File: src/serv_defs.svh
`ifndef SERV_DEFS_SVH
`define SERV_DEFS_SVH

// Address of the first instruction fetch
`define SERV_RESET_PC 32'h0000_0000

// Data width, which is also the length of one serial phase
`define SERV_XLEN 32

// Bit counter width, log2 of the data width
`define SERV_CNT_W 5

// Number of integer registers, x0 included
`define SERV_NREGS 32

`endif

File: src/serv_pkg.sv
package serv_pkg;

   typedef enum logic [2:0] {
      ALU_ADD,
      ALU_SUB,
      ALU_AND,
      ALU_OR,
      ALU_XOR
   } alu_op_e;

   // NOP also covers every opcode the core does not implement
   typedef enum logic [2:0] {
      OP_ALU,
      OP_LOAD,
      OP_STORE,
      OP_BRANCH,
      OP_JAL,
      OP_NOP
   } op_class_e;

   typedef enum logic [1:0] {
      RD_ALU,
      RD_MEM,
      RD_LINK
   } rd_src_e;

   typedef struct packed {
      op_class_e  op_class;
      alu_op_e    alu_op;
      logic       use_imm;
      rd_src_e    rd_src;
      logic       rd_wen;
      logic       branch_ne;
      logic [4:0] rd_addr;
      logic [4:0] rs1_addr;
      logic [4:0] rs2_addr;
   } dec_t;

endpackage

File: src/serv_cnt_if.sv
`timescale 1ns/1ps
`include "serv_defs.svh"

interface serv_cnt_if;

   // Index of the bit that is on the serial lines this cycle
   logic [`SERV_CNT_W-1:0] cnt;
   logic                   cnt_en;
   logic                   init;
   logic                   run;
   // Last bit of an init or run phase
   logic                   cnt_done;

   modport seq (
      output cnt,
      output cnt_en,
      output init,
      output run,
      output cnt_done
   );

   modport dp (
      input cnt,
      input cnt_en,
      input init,
      input run,
      input cnt_done
   );

endinterface

File: src/serv_state.sv
`timescale 1ns/1ps
`include "serv_defs.svh"

module serv_state (
   input  logic           clk,
   input  logic           i_rst,
   serv_cnt_if.seq        cnt,
   input  logic           i_ibus_ack,
   input  logic           i_dbus_ack,
   input  serv_pkg::dec_t i_dec,
   output logic           o_fetch,
   output logic           o_dbus_cyc
);
   import serv_pkg::*;

   // Decode happens on the fetch acknowledge edge, so S_FIRST already sees
   // a valid instruction and acts as init or run depending on its class
   typedef enum logic [1:0] {
      S_FETCH,
      S_FIRST,
      S_MEM,
      S_LAST
   } state_e;

   state_e                 state;
   state_e                 state_nxt;
   logic [`SERV_CNT_W-1:0] cnt_q;
   logic                   mem_op;
   logic                   two_phase;
   logic                   phase;
   logic                   done;

   assign mem_op    = (i_dec.op_class == OP_LOAD) || (i_dec.op_class == OP_STORE);
   assign two_phase = mem_op || (i_dec.op_class == OP_BRANCH);
   assign phase     = (state == S_FIRST) || (state == S_LAST);
   assign done      = phase && (cnt_q == `SERV_CNT_W'(`SERV_XLEN - 1));

   always_comb begin
      state_nxt = state;
      case (state)
         S_FETCH: begin
            if (i_ibus_ack) begin
               state_nxt = S_FIRST;
            end
         end
         S_FIRST: begin
            if (done) begin
               if (!two_phase) begin
                  state_nxt = S_FETCH;
               end else begin
                  state_nxt = mem_op ? S_MEM : S_LAST;
               end
            end
         end
         S_MEM: begin
            if (i_dbus_ack) begin
               state_nxt = S_LAST;
            end
         end
         default: begin
            if (done) begin
               state_nxt = S_FETCH;
            end
         end
      endcase
   end

   // Counter wraps back to zero at the end of every phase
   always_ff @(posedge clk) begin
      if (i_rst) begin
         state <= S_FETCH;
         cnt_q <= '0;
      end else begin
         state <= state_nxt;
         if (phase) begin
            cnt_q <= cnt_q + 1'b1;
         end
      end
   end

   assign cnt.cnt      = cnt_q;
   assign cnt.cnt_en   = phase;
   assign cnt.init     = (state == S_FIRST) && two_phase;
   assign cnt.run      = ((state == S_FIRST) && !two_phase) || (state == S_LAST);
   assign cnt.cnt_done = done;

   assign o_fetch    = (state == S_FETCH);
   assign o_dbus_cyc = (state == S_MEM);

endmodule

File: src/serv_decode.sv
`timescale 1ns/1ps
`include "serv_defs.svh"

module serv_decode (
   input  logic                  clk,
   input  logic                  i_ibus_ack,
   input  logic [`SERV_XLEN-1:0] i_ibus_rdt,
   serv_cnt_if.dp                cnt,
   output serv_pkg::dec_t        o_dec,
   output logic                  o_imm
);
   import serv_pkg::*;

   logic [`SERV_XLEN-1:0] instr;
   logic [6:0]            opcode;
   logic [2:0]            funct3;
   logic [6:0]            funct7;
   logic                  bool_f3;
   alu_op_e               f3_op;
   logic [`SERV_XLEN-1:0] imm_i;
   logic [`SERV_XLEN-1:0] imm_s;
   logic [`SERV_XLEN-1:0] imm_b;
   logic [`SERV_XLEN-1:0] imm_j;
   logic [`SERV_XLEN-1:0] imm_word;
   dec_t                  dec;

   always_ff @(posedge clk) begin
      if (i_ibus_ack) begin
         instr <= i_ibus_rdt;
      end
   end

   assign opcode  = instr[6:0];
   assign funct3  = instr[14:12];
   assign funct7  = instr[31:25];
   assign bool_f3 = funct3 inside {3'b000, 3'b100, 3'b110, 3'b111};

   always_comb begin
      case (funct3)
         3'b100:  f3_op = ALU_XOR;
         3'b110:  f3_op = ALU_OR;
         3'b111:  f3_op = ALU_AND;
         default: f3_op = ALU_ADD;
      endcase
   end

   always_comb begin
      dec.op_class  = OP_NOP;
      dec.alu_op    = ALU_ADD;
      dec.use_imm   = 1'b0;
      dec.rd_src    = RD_ALU;
      dec.branch_ne = funct3[0];
      dec.rd_addr   = instr[11:7];
      dec.rs1_addr  = instr[19:15];
      dec.rs2_addr  = instr[24:20];
      case (opcode)
         7'b0010011: begin
            if (bool_f3) begin
               dec.op_class = OP_ALU;
               dec.alu_op   = f3_op;
               dec.use_imm  = 1'b1;
            end
         end
         7'b0110011: begin
            if (funct7 == 7'b0100000 && funct3 == 3'b000) begin
               dec.op_class = OP_ALU;
               dec.alu_op   = ALU_SUB;
            end else if (funct7 == 7'b0000000 && bool_f3) begin
               dec.op_class = OP_ALU;
               dec.alu_op   = f3_op;
            end
         end
         7'b0000011: begin
            if (funct3 == 3'b010) begin
               dec.op_class = OP_LOAD;
               dec.use_imm  = 1'b1;
               dec.rd_src   = RD_MEM;
            end
         end
         7'b0100011: begin
            if (funct3 == 3'b010) begin
               dec.op_class = OP_STORE;
               dec.use_imm  = 1'b1;
            end
         end
         7'b1100011: begin
            // Only BEQ and BNE
            if (funct3[2:1] == 2'b00) begin
               dec.op_class = OP_BRANCH;
            end
         end
         7'b1101111: begin
            dec.op_class = OP_JAL;
            dec.rd_src   = RD_LINK;
         end
         default: begin
         end
      endcase
      dec.rd_wen = (dec.op_class inside {OP_ALU, OP_LOAD, OP_JAL}) && (instr[11:7] != 5'd0);
   end

   assign o_dec = dec;

   // Immediates rebuilt sign extended, then read out one bit per count
   assign imm_i = {{20{instr[31]}}, instr[31:20]};
   assign imm_s = {{20{instr[31]}}, instr[31:25], instr[11:7]};
   assign imm_b = {{20{instr[31]}}, instr[7], instr[30:25], instr[11:8], 1'b0};
   assign imm_j = {{12{instr[31]}}, instr[19:12], instr[20], instr[30:21], 1'b0};

   always_comb begin
      case (dec.op_class)
         OP_STORE:  imm_word = imm_s;
         OP_BRANCH: imm_word = imm_b;
         OP_JAL:    imm_word = imm_j;
         default:   imm_word = imm_i;
      endcase
   end

   assign o_imm = imm_word[cnt.cnt];

endmodule

File: src/serv_alu.sv
`timescale 1ns/1ps

module serv_alu (
   input  logic              clk,
   serv_cnt_if.dp            cnt,
   input  serv_pkg::alu_op_e i_op,
   input  logic              i_rs1,
   input  logic              i_op_b,
   output logic              o_rd,
   output logic              o_eq
);
   import serv_pkg::*;

   logic sub;
   logic first;
   logic b_in;
   logic cin;
   logic carry;
   logic sum;
   logic same;
   logic eq_acc;

   assign sub   = (i_op == ALU_SUB);
   assign first = (cnt.cnt == '0);
   assign b_in  = i_op_b ^ sub;

   // Subtraction is a plus inverted b plus one, the one enters as carry on bit 0
   assign cin  = first ? sub : carry;
   assign sum  = i_rs1 ^ b_in ^ cin;
   assign same = ~(i_rs1 ^ i_op_b);

   always_ff @(posedge clk) begin
      if (cnt.cnt_en) begin
         carry <= (i_rs1 & b_in) | (i_rs1 & cin) | (b_in & cin);
      end
      // Equality of rs1 and rs2 builds up over the init phase of a branch
      if (cnt.init) begin
         eq_acc <= same & (first | eq_acc);
      end
   end

   always_comb begin
      case (i_op)
         ALU_AND: o_rd = i_rs1 & i_op_b;
         ALU_OR:  o_rd = i_rs1 | i_op_b;
         ALU_XOR: o_rd = i_rs1 ^ i_op_b;
         default: o_rd = sum;
      endcase
   end

   assign o_eq = eq_acc;

endmodule

File: src/serv_rf.sv
`timescale 1ns/1ps
`include "serv_defs.svh"

module serv_rf (
   input  logic       clk,
   serv_cnt_if.dp     cnt,
   input  logic [4:0] i_rs1_addr,
   input  logic [4:0] i_rs2_addr,
   input  logic [4:0] i_rd_addr,
   input  logic       i_rd_wen,
   input  logic       i_rd,
   output logic       o_rs1,
   output logic       o_rs2
);

   logic [`SERV_XLEN-1:0] regs [`SERV_NREGS];
   // Holds rd bits 0 to 30, the last bit joins them on the commit cycle
   logic [`SERV_XLEN-2:0] wbuf;

   assign o_rs1 = (i_rs1_addr != 5'd0) & regs[i_rs1_addr][cnt.cnt];
   assign o_rs2 = (i_rs2_addr != 5'd0) & regs[i_rs2_addr][cnt.cnt];

   always_ff @(posedge clk) begin
      if (cnt.run) begin
         wbuf <= {i_rd, wbuf[`SERV_XLEN-2:1]};
      end
      // Whole word written at once so rs reads stay clean during run
      if (cnt.run && cnt.cnt_done && i_rd_wen) begin
         regs[i_rd_addr] <= {i_rd, wbuf};
      end
   end

endmodule

File: src/serv_ctrl.sv
`timescale 1ns/1ps
`include "serv_defs.svh"

module serv_ctrl (
   input  logic                  clk,
   input  logic                  i_rst,
   serv_cnt_if.dp                cnt,
   input  logic                  i_fetch,
   input  logic                  i_jump,
   input  logic                  i_imm,
   output logic                  o_link,
   output logic [`SERV_XLEN-1:0] o_ibus_adr,
   output logic                  o_ibus_cyc
);

   logic [`SERV_XLEN-1:0] pc;
   logic                  first;
   logic                  four_bit;
   logic                  inc_cin;
   logic                  inc_carry;
   logic                  inc_bit;
   logic                  tgt_cin;
   logic                  tgt_carry;
   logic                  tgt_bit;
   logic                  new_bit;

   assign first    = (cnt.cnt == '0);
   assign four_bit = (cnt.cnt == `SERV_CNT_W'(2));
   assign inc_cin  = first ? 1'b0 : inc_carry;
   assign tgt_cin  = first ? 1'b0 : tgt_carry;
   assign inc_bit  = pc[0] ^ four_bit ^ inc_cin;
   assign tgt_bit  = pc[0] ^ i_imm ^ tgt_cin;
   assign new_bit  = i_jump ? tgt_bit : inc_bit;

   // PC rotates right through bit 0 during run, so it holds the new
   // address once the last bit is in at cnt_done
   always_ff @(posedge clk) begin
      if (i_rst) begin
         pc <= `SERV_RESET_PC;
      end else if (cnt.run) begin
         pc <= {new_bit, pc[`SERV_XLEN-1:1]};
      end
   end

   always_ff @(posedge clk) begin
      if (cnt.run) begin
         inc_carry <= (pc[0] & four_bit) | (pc[0] & inc_cin) | (four_bit & inc_cin);
         tgt_carry <= (pc[0] & i_imm) | (pc[0] & tgt_cin) | (i_imm & tgt_cin);
      end
   end

   assign o_link     = inc_bit;
   assign o_ibus_adr = pc;
   assign o_ibus_cyc = i_fetch;

endmodule

File: src/serv_mem_if.sv
`timescale 1ns/1ps
`include "serv_defs.svh"

module serv_mem_if (
   input  logic                  clk,
   serv_cnt_if.dp                cnt,
   input  logic                  i_is_store,
   input  logic                  i_addr_bit,
   input  logic                  i_rs2,
   input  logic                  i_dbus_ack,
   input  logic [`SERV_XLEN-1:0] i_dbus_rdt,
   output logic                  o_rd,
   output logic [`SERV_XLEN-1:0] o_dbus_adr,
   output logic [`SERV_XLEN-1:0] o_dbus_dat,
   output logic                  o_dbus_we
);

   // Word aligned only, bits 1:0 fall off the end of the shift
   logic [`SERV_XLEN-3:0] adr_buf;
   logic [`SERV_XLEN-1:0] dat_buf;
   logic [`SERV_XLEN-1:0] rdat;

   always_ff @(posedge clk) begin
      if (cnt.init) begin
         adr_buf <= {i_addr_bit, adr_buf[`SERV_XLEN-3:1]};
         if (i_is_store) begin
            dat_buf <= {i_rs2, dat_buf[`SERV_XLEN-1:1]};
         end
      end
   end

   always_ff @(posedge clk) begin
      if (i_dbus_ack) begin
         rdat <= i_dbus_rdt;
      end else if (cnt.run) begin
         rdat <= {1'b0, rdat[`SERV_XLEN-1:1]};
      end
   end

   assign o_rd       = rdat[0];
   assign o_dbus_adr = {adr_buf, 2'b00};
   assign o_dbus_dat = dat_buf;
   assign o_dbus_we  = i_is_store;

endmodule

File: src/serv_top.sv
`timescale 1ns/1ps
`include "serv_defs.svh"

module serv_top (
   input  logic                  clk,
   input  logic                  i_rst,
   output logic [`SERV_XLEN-1:0] o_ibus_adr,
   output logic                  o_ibus_cyc,
   input  logic [`SERV_XLEN-1:0] i_ibus_rdt,
   input  logic                  i_ibus_ack,
   output logic [`SERV_XLEN-1:0] o_dbus_adr,
   output logic [`SERV_XLEN-1:0] o_dbus_dat,
   output logic                  o_dbus_we,
   output logic                  o_dbus_cyc,
   input  logic [`SERV_XLEN-1:0] i_dbus_rdt,
   input  logic                  i_dbus_ack
);
   import serv_pkg::*;

   dec_t dec;
   logic fetch;
   logic imm;
   logic rs1;
   logic rs2;
   logic op_b;
   logic alu_rd;
   logic alu_eq;
   logic mem_rd;
   logic link;
   logic rd;
   logic jump;
   logic is_store;

   serv_cnt_if cnt_bus ();

   assign op_b     = dec.use_imm ? imm : rs2;
   assign is_store = (dec.op_class == OP_STORE);

   // Branch outcome is settled by the end of init, before the PC moves
   assign jump = (dec.op_class == OP_JAL) ||
                 ((dec.op_class == OP_BRANCH) && (alu_eq ^ dec.branch_ne));

   always_comb begin
      case (dec.rd_src)
         RD_MEM:  rd = mem_rd;
         RD_LINK: rd = link;
         default: rd = alu_rd;
      endcase
   end

   serv_state state (
      .clk        (clk),
      .i_rst      (i_rst),
      .cnt        (cnt_bus.seq),
      .i_ibus_ack (i_ibus_ack),
      .i_dbus_ack (i_dbus_ack),
      .i_dec      (dec),
      .o_fetch    (fetch),
      .o_dbus_cyc (o_dbus_cyc)
   );

   serv_decode decode (
      .clk        (clk),
      .i_ibus_ack (i_ibus_ack),
      .i_ibus_rdt (i_ibus_rdt),
      .cnt        (cnt_bus.dp),
      .o_dec      (dec),
      .o_imm      (imm)
   );

   serv_alu alu (
      .clk    (clk),
      .cnt    (cnt_bus.dp),
      .i_op   (dec.alu_op),
      .i_rs1  (rs1),
      .i_op_b (op_b),
      .o_rd   (alu_rd),
      .o_eq   (alu_eq)
   );

   serv_rf regfile (
      .clk        (clk),
      .cnt        (cnt_bus.dp),
      .i_rs1_addr (dec.rs1_addr),
      .i_rs2_addr (dec.rs2_addr),
      .i_rd_addr  (dec.rd_addr),
      .i_rd_wen   (dec.rd_wen),
      .i_rd       (rd),
      .o_rs1      (rs1),
      .o_rs2      (rs2)
   );

   serv_ctrl ctrl (
      .clk        (clk),
      .i_rst      (i_rst),
      .cnt        (cnt_bus.dp),
      .i_fetch    (fetch),
      .i_jump     (jump),
      .i_imm      (imm),
      .o_link     (link),
      .o_ibus_adr (o_ibus_adr),
      .o_ibus_cyc (o_ibus_cyc)
   );

   // The ALU sum during init is the load or store address
   serv_mem_if mem_if (
      .clk        (clk),
      .cnt        (cnt_bus.dp),
      .i_is_store (is_store),
      .i_addr_bit (alu_rd),
      .i_rs2      (rs2),
      .i_dbus_ack (i_dbus_ack),
      .i_dbus_rdt (i_dbus_rdt),
      .o_rd       (mem_rd),
      .o_dbus_adr (o_dbus_adr),
      .o_dbus_dat (o_dbus_dat),
      .o_dbus_we  (o_dbus_we)
   );

endmodule

File: config.mk
export PLATFORM = sky130hd
export DESIGN_NAME = serv_top
export DESIGN_NICKNAME = d
export VERILOG_FILES = /design/src/serv_pkg.sv /design/src/serv_cnt_if.sv /design/src/serv_state.sv /design/src/serv_decode.sv /design/src/serv_alu.sv /design/src/serv_rf.sv /design/src/serv_ctrl.sv /design/src/serv_mem_if.sv /design/src/serv_top.sv
export VERILOG_INCLUDE_DIRS = /design/src
export SDC_FILE = /design/constraint.sdc
export NUM_CORES = 1
export LEC_CHECK = 0
export BUFFER_PORTS_ARGS = -buffer_cell sky130_fd_sc_hd__clkbuf_2
export CAP_MARGIN = 0
export CORE_ASPECT_RATIO = 1.5
export CORE_MARGIN = 8
export CORE_UTILIZATION = 45
export CTS_CLUSTER_SIZE = 10
export DETAILED_ROUTE_END_ITERATION = 16
export PLACE_DENSITY = 0.73
export SYNTH_ARGS = -nofsm -noshare
export SYNTH_HDL_FRONTEND = slang
export SYNTH_SLANG_ARGS = --single-unit
File: constraint.sdc
create_clock -name clk -period 13.2 [get_ports clk]
set_input_delay 0.66 -clock clk [delete_from_list [all_inputs] [get_ports clk]]
set_output_delay 0.66 -clock clk [all_outputs]
set_load 0.005 [all_outputs]
# --- Yosys cells after proc, flatten, opt, wreduce, memory -nomap -nowiden ---
# Memories as Yosys holds them, arrays and structs flattened. A register that Yosys moved wholly into a read port is not among the register bits.
# Cells that the tools add are included.
totals:
  register_bits: 200
  out_inout_bits: 99
  memories: 1
  ramBits: 1024
memory_table:
  columns: ["memory", "depth", "word_bits", "read_ports", "rd_ports_with_merged_regs", "write_ports", "line", "text"]
  rows:
  - ["regfile.regs", 32, 32, 2, 2, 1, "serv_rf.sv:16", "logic [`SERV_XLEN-1:0] regs [`SERV_NREGS];"]
op_classes:
  eq_ne: 29
  n_reduce_logical: 30
  bitwise: 31
  n_addsub: 1
  muxes: 40
  n_lt_le_gt_ge: 1
ops:
  columns: ["op", "n"]
  rows:
  - ["two-way mux 32 bit", 2]
  - ["case mux 20 bit (3 select lines)", 1]
  - ["== test 7 x 6 -> 1 bit, second input constant", 3]
  - ["case mux 3 bit (6 select lines)", 1]
  - ["binary-select mux 1 bit (select 5 bit)", 3]
  - ["== test 3 x 2 -> 1 bit, second input constant", 5]
  - ["== test 3 bit, second input constant", 5]
  - ["nonzero test 5 bit", 3]
  - ["== test 7 bit, second input constant", 2]
  - ["bitwise AND 1 bit", 13]
  - ["two-way mux 1 bit", 12]
  - ["two-way mux 3 bit", 4]
  - ["two-way mux 6 bit", 2]
  - ["two-way mux 2 bit", 5]
  - ["two-way mux 5 bit", 2]
  - ["logical AND 1 bit", 9]
  - ["case mux 3 bit (3 select lines)", 1]
  - ["XOR 1 bit", 9]
  - ["bitwise OR 1 bit", 8]
  - ["== test 7 x 2 -> 1 bit, second input constant", 1]
  - ["== test 7 x 5 -> 1 bit, second input constant", 1]
  - ["zero test 7 bit", 1]
  - ["two-way mux 7 bit", 1]
  - ["== test 2 bit, second input constant", 3]
  - ["other kinds (23)", 35]

# --- Longest topological paths before layout ---
# Gate-level depths: netlist of the first run.
logic_depth:
  depth_word: 16
  ltp_mapped: 23
  ltp_nobuf: 18

# --- Hierarchy ---
# A second synthesis of the first run with hierarchy kept.
hier_totals:
  hier_cells: 3141
  hier_area_um2: 56718.1
by_module_without_submodules:
  columns: ["mod", "n_inst", "cells_per_inst", "seq_area_each_um2", "area_each_um2"]
  rows:
  - ["serv_rf", 1, 2657, 31680.4, 49555.0]
  - ["serv_mem_if", 1, 136, 2822.7, 3393.3]
  - ["serv_decode", 1, 155, 960.9, 1796.7]
  - ["serv_ctrl", 1, 120, 700.7, 1301.2]
  - ["serv_state", 1, 39, 140.1, 354.1]
  - ["serv_alu", 1, 21, 60.1, 221.5]
  - ["serv_top", 1, 13, 0.0, 96.3]

# --- Worst setup path after synthesis of the first run ---
# Ideal clock, no wire load.
synth_path:
  path_kind: "register -> register"
  startpoint: "register (tool-made name)"
  endpoint: "memory regfile.regs[0][31] (netlist bit), data pin"
  required_time_ps: 12738
  arrival_ps: 4461
  slack_ps: 8277
  period_less_slack_ps: 4923
  path_buffers: 5
  path_stages_with_launch: 18
  cell_sequence: "dfxtp_1 > buf_6 > buf_6 > buf_6 > buf_4 > buf_2 > mux4_2 > a221oi_1 > o22ai_1 > nor3_1 > o22ai_1 > o41ai_4 > xnor2_1 > fa_1 > a21oi_1 > o21ai_0 > nand2_1 > o21ai_0"
synth_lines:
  columns: ["element", "line"]
  rows:
  - ["end, declared", "serv_rf.sv:16"]

==> results.tsv, run 1 <==
stage	metric	value	unit
die	Die W	302.9	um
global_route	vias in the first global route	32210	
sta	post-route setup slack	5.998	ns
yosys	Compound-Gate Fraction of Synth Area	3.021	%
critical_path	critical path type	reg -> reg	
sta	Final min period	7.202	ns
die	Top Ports	167	
sta	Slew Limit Headroom	17.10	%
critical_path	CP endpoint kind	register	
global_route	gr ovfl total	0	
sta	count of final hold-check violations	0	
cts	Clock Sinks	1234	
sta	Setup TNS	0	ns
critical_path	CP peak stage delay	0.87	ns
sta	Final period util	54.56	%
cts	clk buf depth	3	
cells_and_area	Layout area overhead	12.04	%
die	core region area	0.1232	sq mm
yosys	#FFs+latches synth	1234	
power_and_ir_drop	sw frac	23.28	%
yosys	mean post-synth cell area	20.11	sq um
global_route	largest net degree at the start of global routing	125	
detailed_routing	met3 WL	16200	um
sta	fin. max-slew vios	0	
detailed_routing	post-DR wirelength/cell	35.21	um
yosys	mux contribution to synthesized area	25.95	%
power_and_ir_drop	Pwr per Cell Area	142.6	mW/mm^2
global_route	first-pass GRT wire length	231000	um
yosys	mapped cell area	0.05557	sq mm
cts	CTS tree	yes	
die	total die area	0.1352	sq mm
power_and_ir_drop	total power draw	8.881	mW
critical_path	reg2reg setup slack	6.00	ns
power_and_ir_drop	Comb pwr share	10.1	%
critical_path	critical path launch point type	register	
power_and_ir_drop	Psw	2.068	mW
detailed_routing	1st-iter DRT viols	3794	
critical_path	WP buf/inv	2	
cts	clock transition at the registers of the reported paths	0.06	ns
yosys	Seq/Total Area, Yosys	65.80	%
detailed_routing	Routed Antenna Nets	0	
detailed_routing	Vias	31360	
power_and_ir_drop	leakage power	19.67	nW
die	effective utilization at floorplan	45.12	%
place	port bufs	164	
yosys	Post-synth EDFFs	1185	
critical_path	Top Family by Delay on Critical Path	compound AO/OA/AOI/OAI gates	
sta	Hold WS	0.08437	ns
place	gpl congestion	0.8428	
detailed_routing	Remaining DRCs	0	
yosys	asr flop ratio synth	0	%
cells_and_area	commonest non-fill, non-tap cell in the layout	edfxtp_1	
yosys	count of mapped cells out of synthesis	2763	
yosys	Synth Area in Adders	0.2882	%
cts	post-cts hold buffer count	0	
cts	CTS H-tree lvls	4	
die	Site Rows	158	
cells_and_area	nets	3055	
cts	Post-CTS Setup Bufs	0	
cells_and_area	fin util	50.55	%
sta	final setup vio count	0	
detailed_routing	Routed met2 length	81090	um
worst_hold_path	worst hold start	i_ibus_rdt[9]	
detailed_routing	DR top layer	met4	
critical_path	crit path cell chain	buf_4 > buf_12 > mux4_2 > a22o_1 > a221oi_1 > o22ai_1 > nor3_1 > o22ai_1 > o41ai_4 > xnor2_1 > fa_1 > a21oi_1 > o21ai_0 > nand2_1 > o21ai_2	
place	Placed Cells	4432	
cts	post-cts sizing count	0	
place	placed inst area	0.05835	sq mm
detailed_routing	final WL	162800	um
detailed_routing	post-DR vias/cell	6.784	
power_and_ir_drop	Int Pwr	6.813	mW
cells_and_area	final std cells w/o fill	4623	
power_and_ir_drop	Clock Power Share	39.2	%
sta	actual slew at the worst max-slew pin	1.244	ns
critical_path	Critical Path AT	7.57	ns
critical_path	critical path peak fanout	107	
cts	worst skew pair latency	0.76	ns
critical_path	most frequent CP cell	o22ai_1	
yosys	synth unique cells	69	
worst_hold_path	worst min-delay path class	in -> reg	
yosys	yosys warns	0	
sta	Worst Clk Skew	0.03464	ns
cts	total CTS buffers	142	
cells_and_area	most frequent cells in the layout	edfxtp_1 (1,185), mux4_2 (572), clkbuf_2 (164)	
sta	RSZ-0062 raised after global routing	false	
yosys	largest family of logic cells by synthesized area	multiplexers	
place	post-DP HPWL	92860	um
power_and_ir_drop	Seq pwr share	50.7	%
cells_and_area	layout cells sized above 1	35.66	%
detailed_routing	wl on met1	52760	um
critical_path	Crit path required time	13.57	ns
job	Max-Cap Viols	0	
die	Die Y-Extent	446.4	um
global_route	antenna violations before repair	3	
yosys	Simple-Gate Fraction of Synth Area	2.859	%
detailed_routing	Initial DRT Pass Iterations	5	
cts	Root Buffer	clkbuf_16	
yosys	most used flip-flop cell after synthesis	edfxtp_1	
yosys	Synth Area in XOR/XNOR	0.07880	%
critical_path	CP max-delay cell	dfxtp_4	
sta	Fmax achieved	138.8	MHz
place	pre-CTS setup slack	6.142	ns
global_route	Total Routing Usage GR	23.91	%
cells_and_area	fin area	0.06226	sq mm
power_and_ir_drop	VDD IR max	0.1293	mV
status	outcome	finished clean	
power groups by stage:
stage | clock network [mW] | logic, mW | registers (mW)
floorplan | 0 | 0.676 | 4.50
global placement | 0 | 0.882 | 4.58
detailed placement | 0 | 0.887 | 4.58
CTS | 3.51 | 0.891 | 4.50
global route | 3.64 | 0.932 | 4.51
finish | 3.48 | 0.895 | 4.51
layer usage:
metal | track usage [%] | vias to the layer above
met3 | 5.438 | 552
met4 | 16.37 | 0
met1 | 27.24 | 16420
met2 | 40.01 | 2204
li1 | - | 12190
met5 | 0 | -
kinds of logic after synthesis:
group | Yosys count
other | 1
adder cells (fa/ha/maj) | 11
multiplexers | 718
AND/OR/NAND/NOR | 333
XOR/XNOR | 5
AO/OA/AOI/OAI | 243
buffers and inverters | 218
flip-flops | 1234
final timing paths:
kind                            depth (start not counted)                   to
worst max register to register                         15  regfile.regs[1][31]
worst min register to register                          0   mem_if.adr_buf[13]
worst max-delay path                                   15  regfile.regs[1][31]
worst min-delay path                                    1      decode.instr[9]
Yosys cell counts (6+ instances only):
cell / count / area, sq um
edfxtp_1: 1185 / 35580
mux4_2: 572 / 12880
nand2_1: 126 / 473.0
mux2i_1: 86 / 860.8
clkbuf_1: 77 / 289.0
nor2_1: 73 / 274.0
a21oi_1: 66 / 330.3
buf_2: 63 / 315.3
mux2_2: 56 / 630.6
dfxtp_1: 49 / 980.9
a22oi_1: 43 / 322.8
buf_4: 31 / 232.7
nor2b_1: 31 / 193.9
nand3_1: 23 / 115.1
o21ai_0: 22 / 110.1
buf_1: 18 / 67.56
a211oi_1: 17 / 127.6
inv_1: 15 / 56.30
a221oi_1: 14 / 122.6
nor3_1: 13 / 65.06
nand2b_1: 12 / 75.07
o211ai_1: 11 / 82.58
a22o_1: 10 / 87.58
o22ai_1: 10 / 62.56
a31oi_1: 9 / 56.30
buf_6: 9 / 101.4
ha_1: 8 / 100.1
nor4_1: 8 / 50.05
o21ai_1: 8 / 40.04
and2_1: 7 / 43.79
and3_1: 7 / 43.79
o2111ai_1: 6 / 52.55
final cells by class:
class                      instances  area, sq um
antenna                            6        15.01
clock buffer                     176         3830
clock inverter                     9        68.82
fill                            9559        60900
inverter                          18        68.82
multi-input combinational       1344        18260
sequential                      1234        36600
tap                             1600         2002
timing repair buffer             236         1424
sequential cells by signal, summed over array words and instances, names as in the netlist, named ones only:
name               count
regfile.regs        1024
ctrl.o_ibus_adr       32
decode.instr          32
mem_if.o_dbus_dat     32
mem_if.rdat           32
regfile.wbuf          31
mem_if.adr_buf        30
state.cnt.cnt          5
state.state            2
alu.carry              1
alu.o_eq               1
ctrl.inc_carry         1
ctrl.tgt_carry         1
Note: power is estimated with default switching activity, not from simulation.
==> inputs of run 2 (changes only) <==
- clock period: 13.2 -> 6.97 ns (I/O delays scaled with it)
==> results.tsv, run 2 (synthesis gave the netlist of run 1 again) <==
stage	metric	value	unit	change
global_route	largest net degree at the start of global routing	69		-45%
detailed_routing	post-DR vias/cell	6.732		-0.77%
power_and_ir_drop	Comb pwr share	10.6	%	+0.5 points
detailed_routing	Remaining DRCs	0		unchanged
die	Site Rows	158		unchanged
cells_and_area	nets	3180		+4.1%
global_route	met2 usage	41.83	%	+1.8 points
critical_path	Top Family by Delay on Critical Path	compound AO/OA/AOI/OAI gates		
status	outcome	finished clean		
power_and_ir_drop	Seq pwr share	50.6	%	about the same
place	pre-CTS setup slack	0.5854	ns	-5.557 ns
critical_path	critical path peak fanout	46		-57%
die	Die Y-Extent	446.4	um	unchanged
cells_and_area	Biggest register	regfile.regs		
cts	clock transition at the registers of the reported paths	0.06	ns	about the same
detailed_routing	post-DR wirelength/cell	35.26	um	+0.15%
power_and_ir_drop	VDD IR max	0.2558	mV	+98%
cells_and_area	layout cells sized above 1	36.18	%	+0.51 points
detailed_routing	Routed Antenna Nets	0		unchanged
power_and_ir_drop	Psw	3.950	mW	+91%
critical_path	CP max-delay cell	nor3_1		
worst_hold_path	worst min-delay path class	in -> reg		
sta	post-route setup slack	0.4628	ns	-5.535 ns
detailed_routing	Initial DRT Pass Iterations	5		unchanged
critical_path	CP peak stage delay	0.88	ns	about the same
sta	actual slew at the worst max-slew pin	1.296	ns	+0.05266 ns
place	post-DP HPWL	101400	um	+9.2%
cells_and_area	fin area	0.06359	sq mm	+2.1%
global_route	gr ovfl total	0		unchanged
cells_and_area	most frequent cells in the layout	edfxtp_1 (1,185), mux4_2 (572), clkbuf_2 (164)		
cts	Clock Sinks	1234		unchanged
global_route	first-pass GRT wire length	236500	um	+2.4%
detailed_routing	final WL	167300	um	+2.8%
cts	CTS tree	yes		
sta	Slew Limit Headroom	13.59	%	-3.5 points
cts	clk buf depth	3		unchanged
place	port bufs	164		unchanged
critical_path	WP buf/inv	3		+1
cts	post-cts sizing count	0		unchanged
critical_path	critical path depth	16		+1
critical_path	critical path launch point type	register		
worst_hold_path	Min-Delay Path Depth	3		+2
global_route	M1 GR Usage	27.50	%	+0.26 points
detailed_routing	Vias	31940		+1.8%
global_route	Total Routing Usage GR	24.55	%	+0.63 points
global_route	busiest grt layer	met2		
die	effective utilization at floorplan	45.12	%	unchanged
die	Die W	302.9	um	unchanged
sta	Fmax achieved	153.7	MHz	+11%
global_route	vias in the first global route	32980		+2.4%
cts	worst skew pair latency	0.76	ns	about the same
critical_path	crit path cell chain	buf_12 > buf_12 > buf_4 > mux4_2 > a22o_1 > a221oi_1 > o22ai_1 > nor3_1 > o22ai_1 > o41ai_4 > xnor2_1 > fa_1 > a21oi_1 > o21ai_0 > nand2_1 > o21ai_2		
power_and_ir_drop	Int Pwr	12.95	mW	+90%
critical_path	Crit path required time	7.32	ns	-6.25 ns
sta	final setup vio count	0		unchanged
cells_and_area	max FFs per register	1024		unchanged
sta	count of final hold-check violations	0		unchanged
sta	Final period util	93.36	%	+39 points
cells_and_area	fill count	9438		-1.3%
critical_path	worst r2r path cells	16		+1
global_route	antenna violations before repair	4		+1
power_and_ir_drop	Pwr per Cell Area	265.8	mW/mm^2	+86%
place	gpl congestion	0.8956		+6.3%
power_and_ir_drop	Clock Power Share	38.8	%	-0.4 points
die	core region area	0.1232	sq mm	unchanged
sta	fin. max-slew vios	0		unchanged
job	Max-Cap Viols	0		unchanged
die	Top Ports	167		unchanged
critical_path	CP endpoint kind	register		
global_route	met3 usage	4.623	%	-0.81 points
sta	Worst Clk Skew	0.02584	ns	-0.008800 ns
sta	Final min period	6.507	ns	-0.6951 ns
detailed_routing	1st-iter DRT viols	4122		+8.6%
cells_and_area	Layout area overhead	14.42	%	
cts	total CTS buffers	141		-0.70%
cts	CTS H-tree lvls	4		unchanged
cells_and_area	commonest non-fill, non-tap cell in the layout	edfxtp_1		
die	total die area	0.1352	sq mm	unchanged
critical_path	critical path type	reg -> reg		
power_and_ir_drop	sw frac	23.37	%	+0.093 points
cts	Root Buffer	clkbuf_16		
sta	RSZ-0062 raised after global routing	false		
place	placed inst area	0.05907	sq mm	+1.2%
critical_path	Critical Path AT	6.86	ns	-0.71 ns
power_and_ir_drop	leakage power	20.31	nW	+3.3%
sta	Setup TNS	0	ns	unchanged
==> run 2: cell count changes in the layout (fill, tap and decap cells not counted), sizes merged <==
cell / change
dlygate4sd3: +64
diode: -1
clkinv: -1
buf: +62
inv: -2
==> run 2: power groups by stage <==
stage | Clock, mW | Combinational, mW | Sequential, mW
CTS | 6.60 | 1.78 | 8.55
floorplan | 0 | 1.28 | 8.53
detailed placement | 0 | 1.75 | 8.70
finish | 6.55 | 1.80 | 8.55
global route | 6.84 | 1.87 | 8.57
global placement | 0 | 1.73 | 8.69
==> run 2: repair_timing <==
item	4_1_cts	5_1_grt
endpoints found under the hold margin	74	0
hold buffers	64	0
setup buffers	0	0
==> run 2: path summary, 6_finish.rpt <==
check                        from                   end  slack [ns]
max                      register  regfile.regs[24][31]        0.46
max reg2reg              register  regfile.regs[24][31]        0.46
min                    i_dbus_ack       mem_if.rdat[21]        0.31
min reg2reg  mem_if.o_dbus_dat[1]  mem_if.o_dbus_dat[0]        0.44
==> run 2: routing by layer <==
| layer | part of all wire [%] | vias up |
|---|---|---|
| met5 | 0.0060 | - |
| met4 | 8.5 | 2 |
| met3 | 9.8 | 612 |
| met2 | 50 | 2376 |
| met1 | 32 | 16520 |
| li1 | - | 12440 |
==> run 2: worst reg2reg max path, cell delays in order, from the launching register on <==
cell      delay, ns
dfxtp_4        0.79
buf_12         0.32
buf_12         0.36
buf_4          0.29
mux4_2         0.35
a22o_1         0.24
a221oi_1       0.21
o22ai_1        0.14
nor3_1         0.88
o22ai_1        0.40
o41ai_4        0.56
xnor2_1        0.16
fa_1           0.54
a21oi_1        0.07
o21ai_0        0.21
nand2_1        0.09
o21ai_2        0.48
==> run 2: area by class of cell <==
cell class | count | area (sq um) | area share, %
multi-input cells | 1344 | 18260 | 28.71
clock buffers | 176 | 3809 | 5.990
flip-flops and latches | 1234 | 36600 | 57.56
well taps | 1600 | 2002 | 3.148
diodes | 5 | 12.51 | 0.01968
inverters | 18 | 68.82 | 0.1082
clock inverters | 6 | 60.06 | 0.09445
repair buffers | 362 | 2780 | 4.372
==> run 2: stage by stage <==
stage	cells	power (mW)	hold WS, ns	utilization, %
floorplan	2796	9.810	0.4474	-
global placement	4494	10.42	0.4322	47.96
detailed placement	4494	10.44	0.4366	47.96
CTS	4740	16.93	0.2657	51.62
global route	4743	17.27	0.3088	51.63
finish	4745	16.90	0.3110	51.63
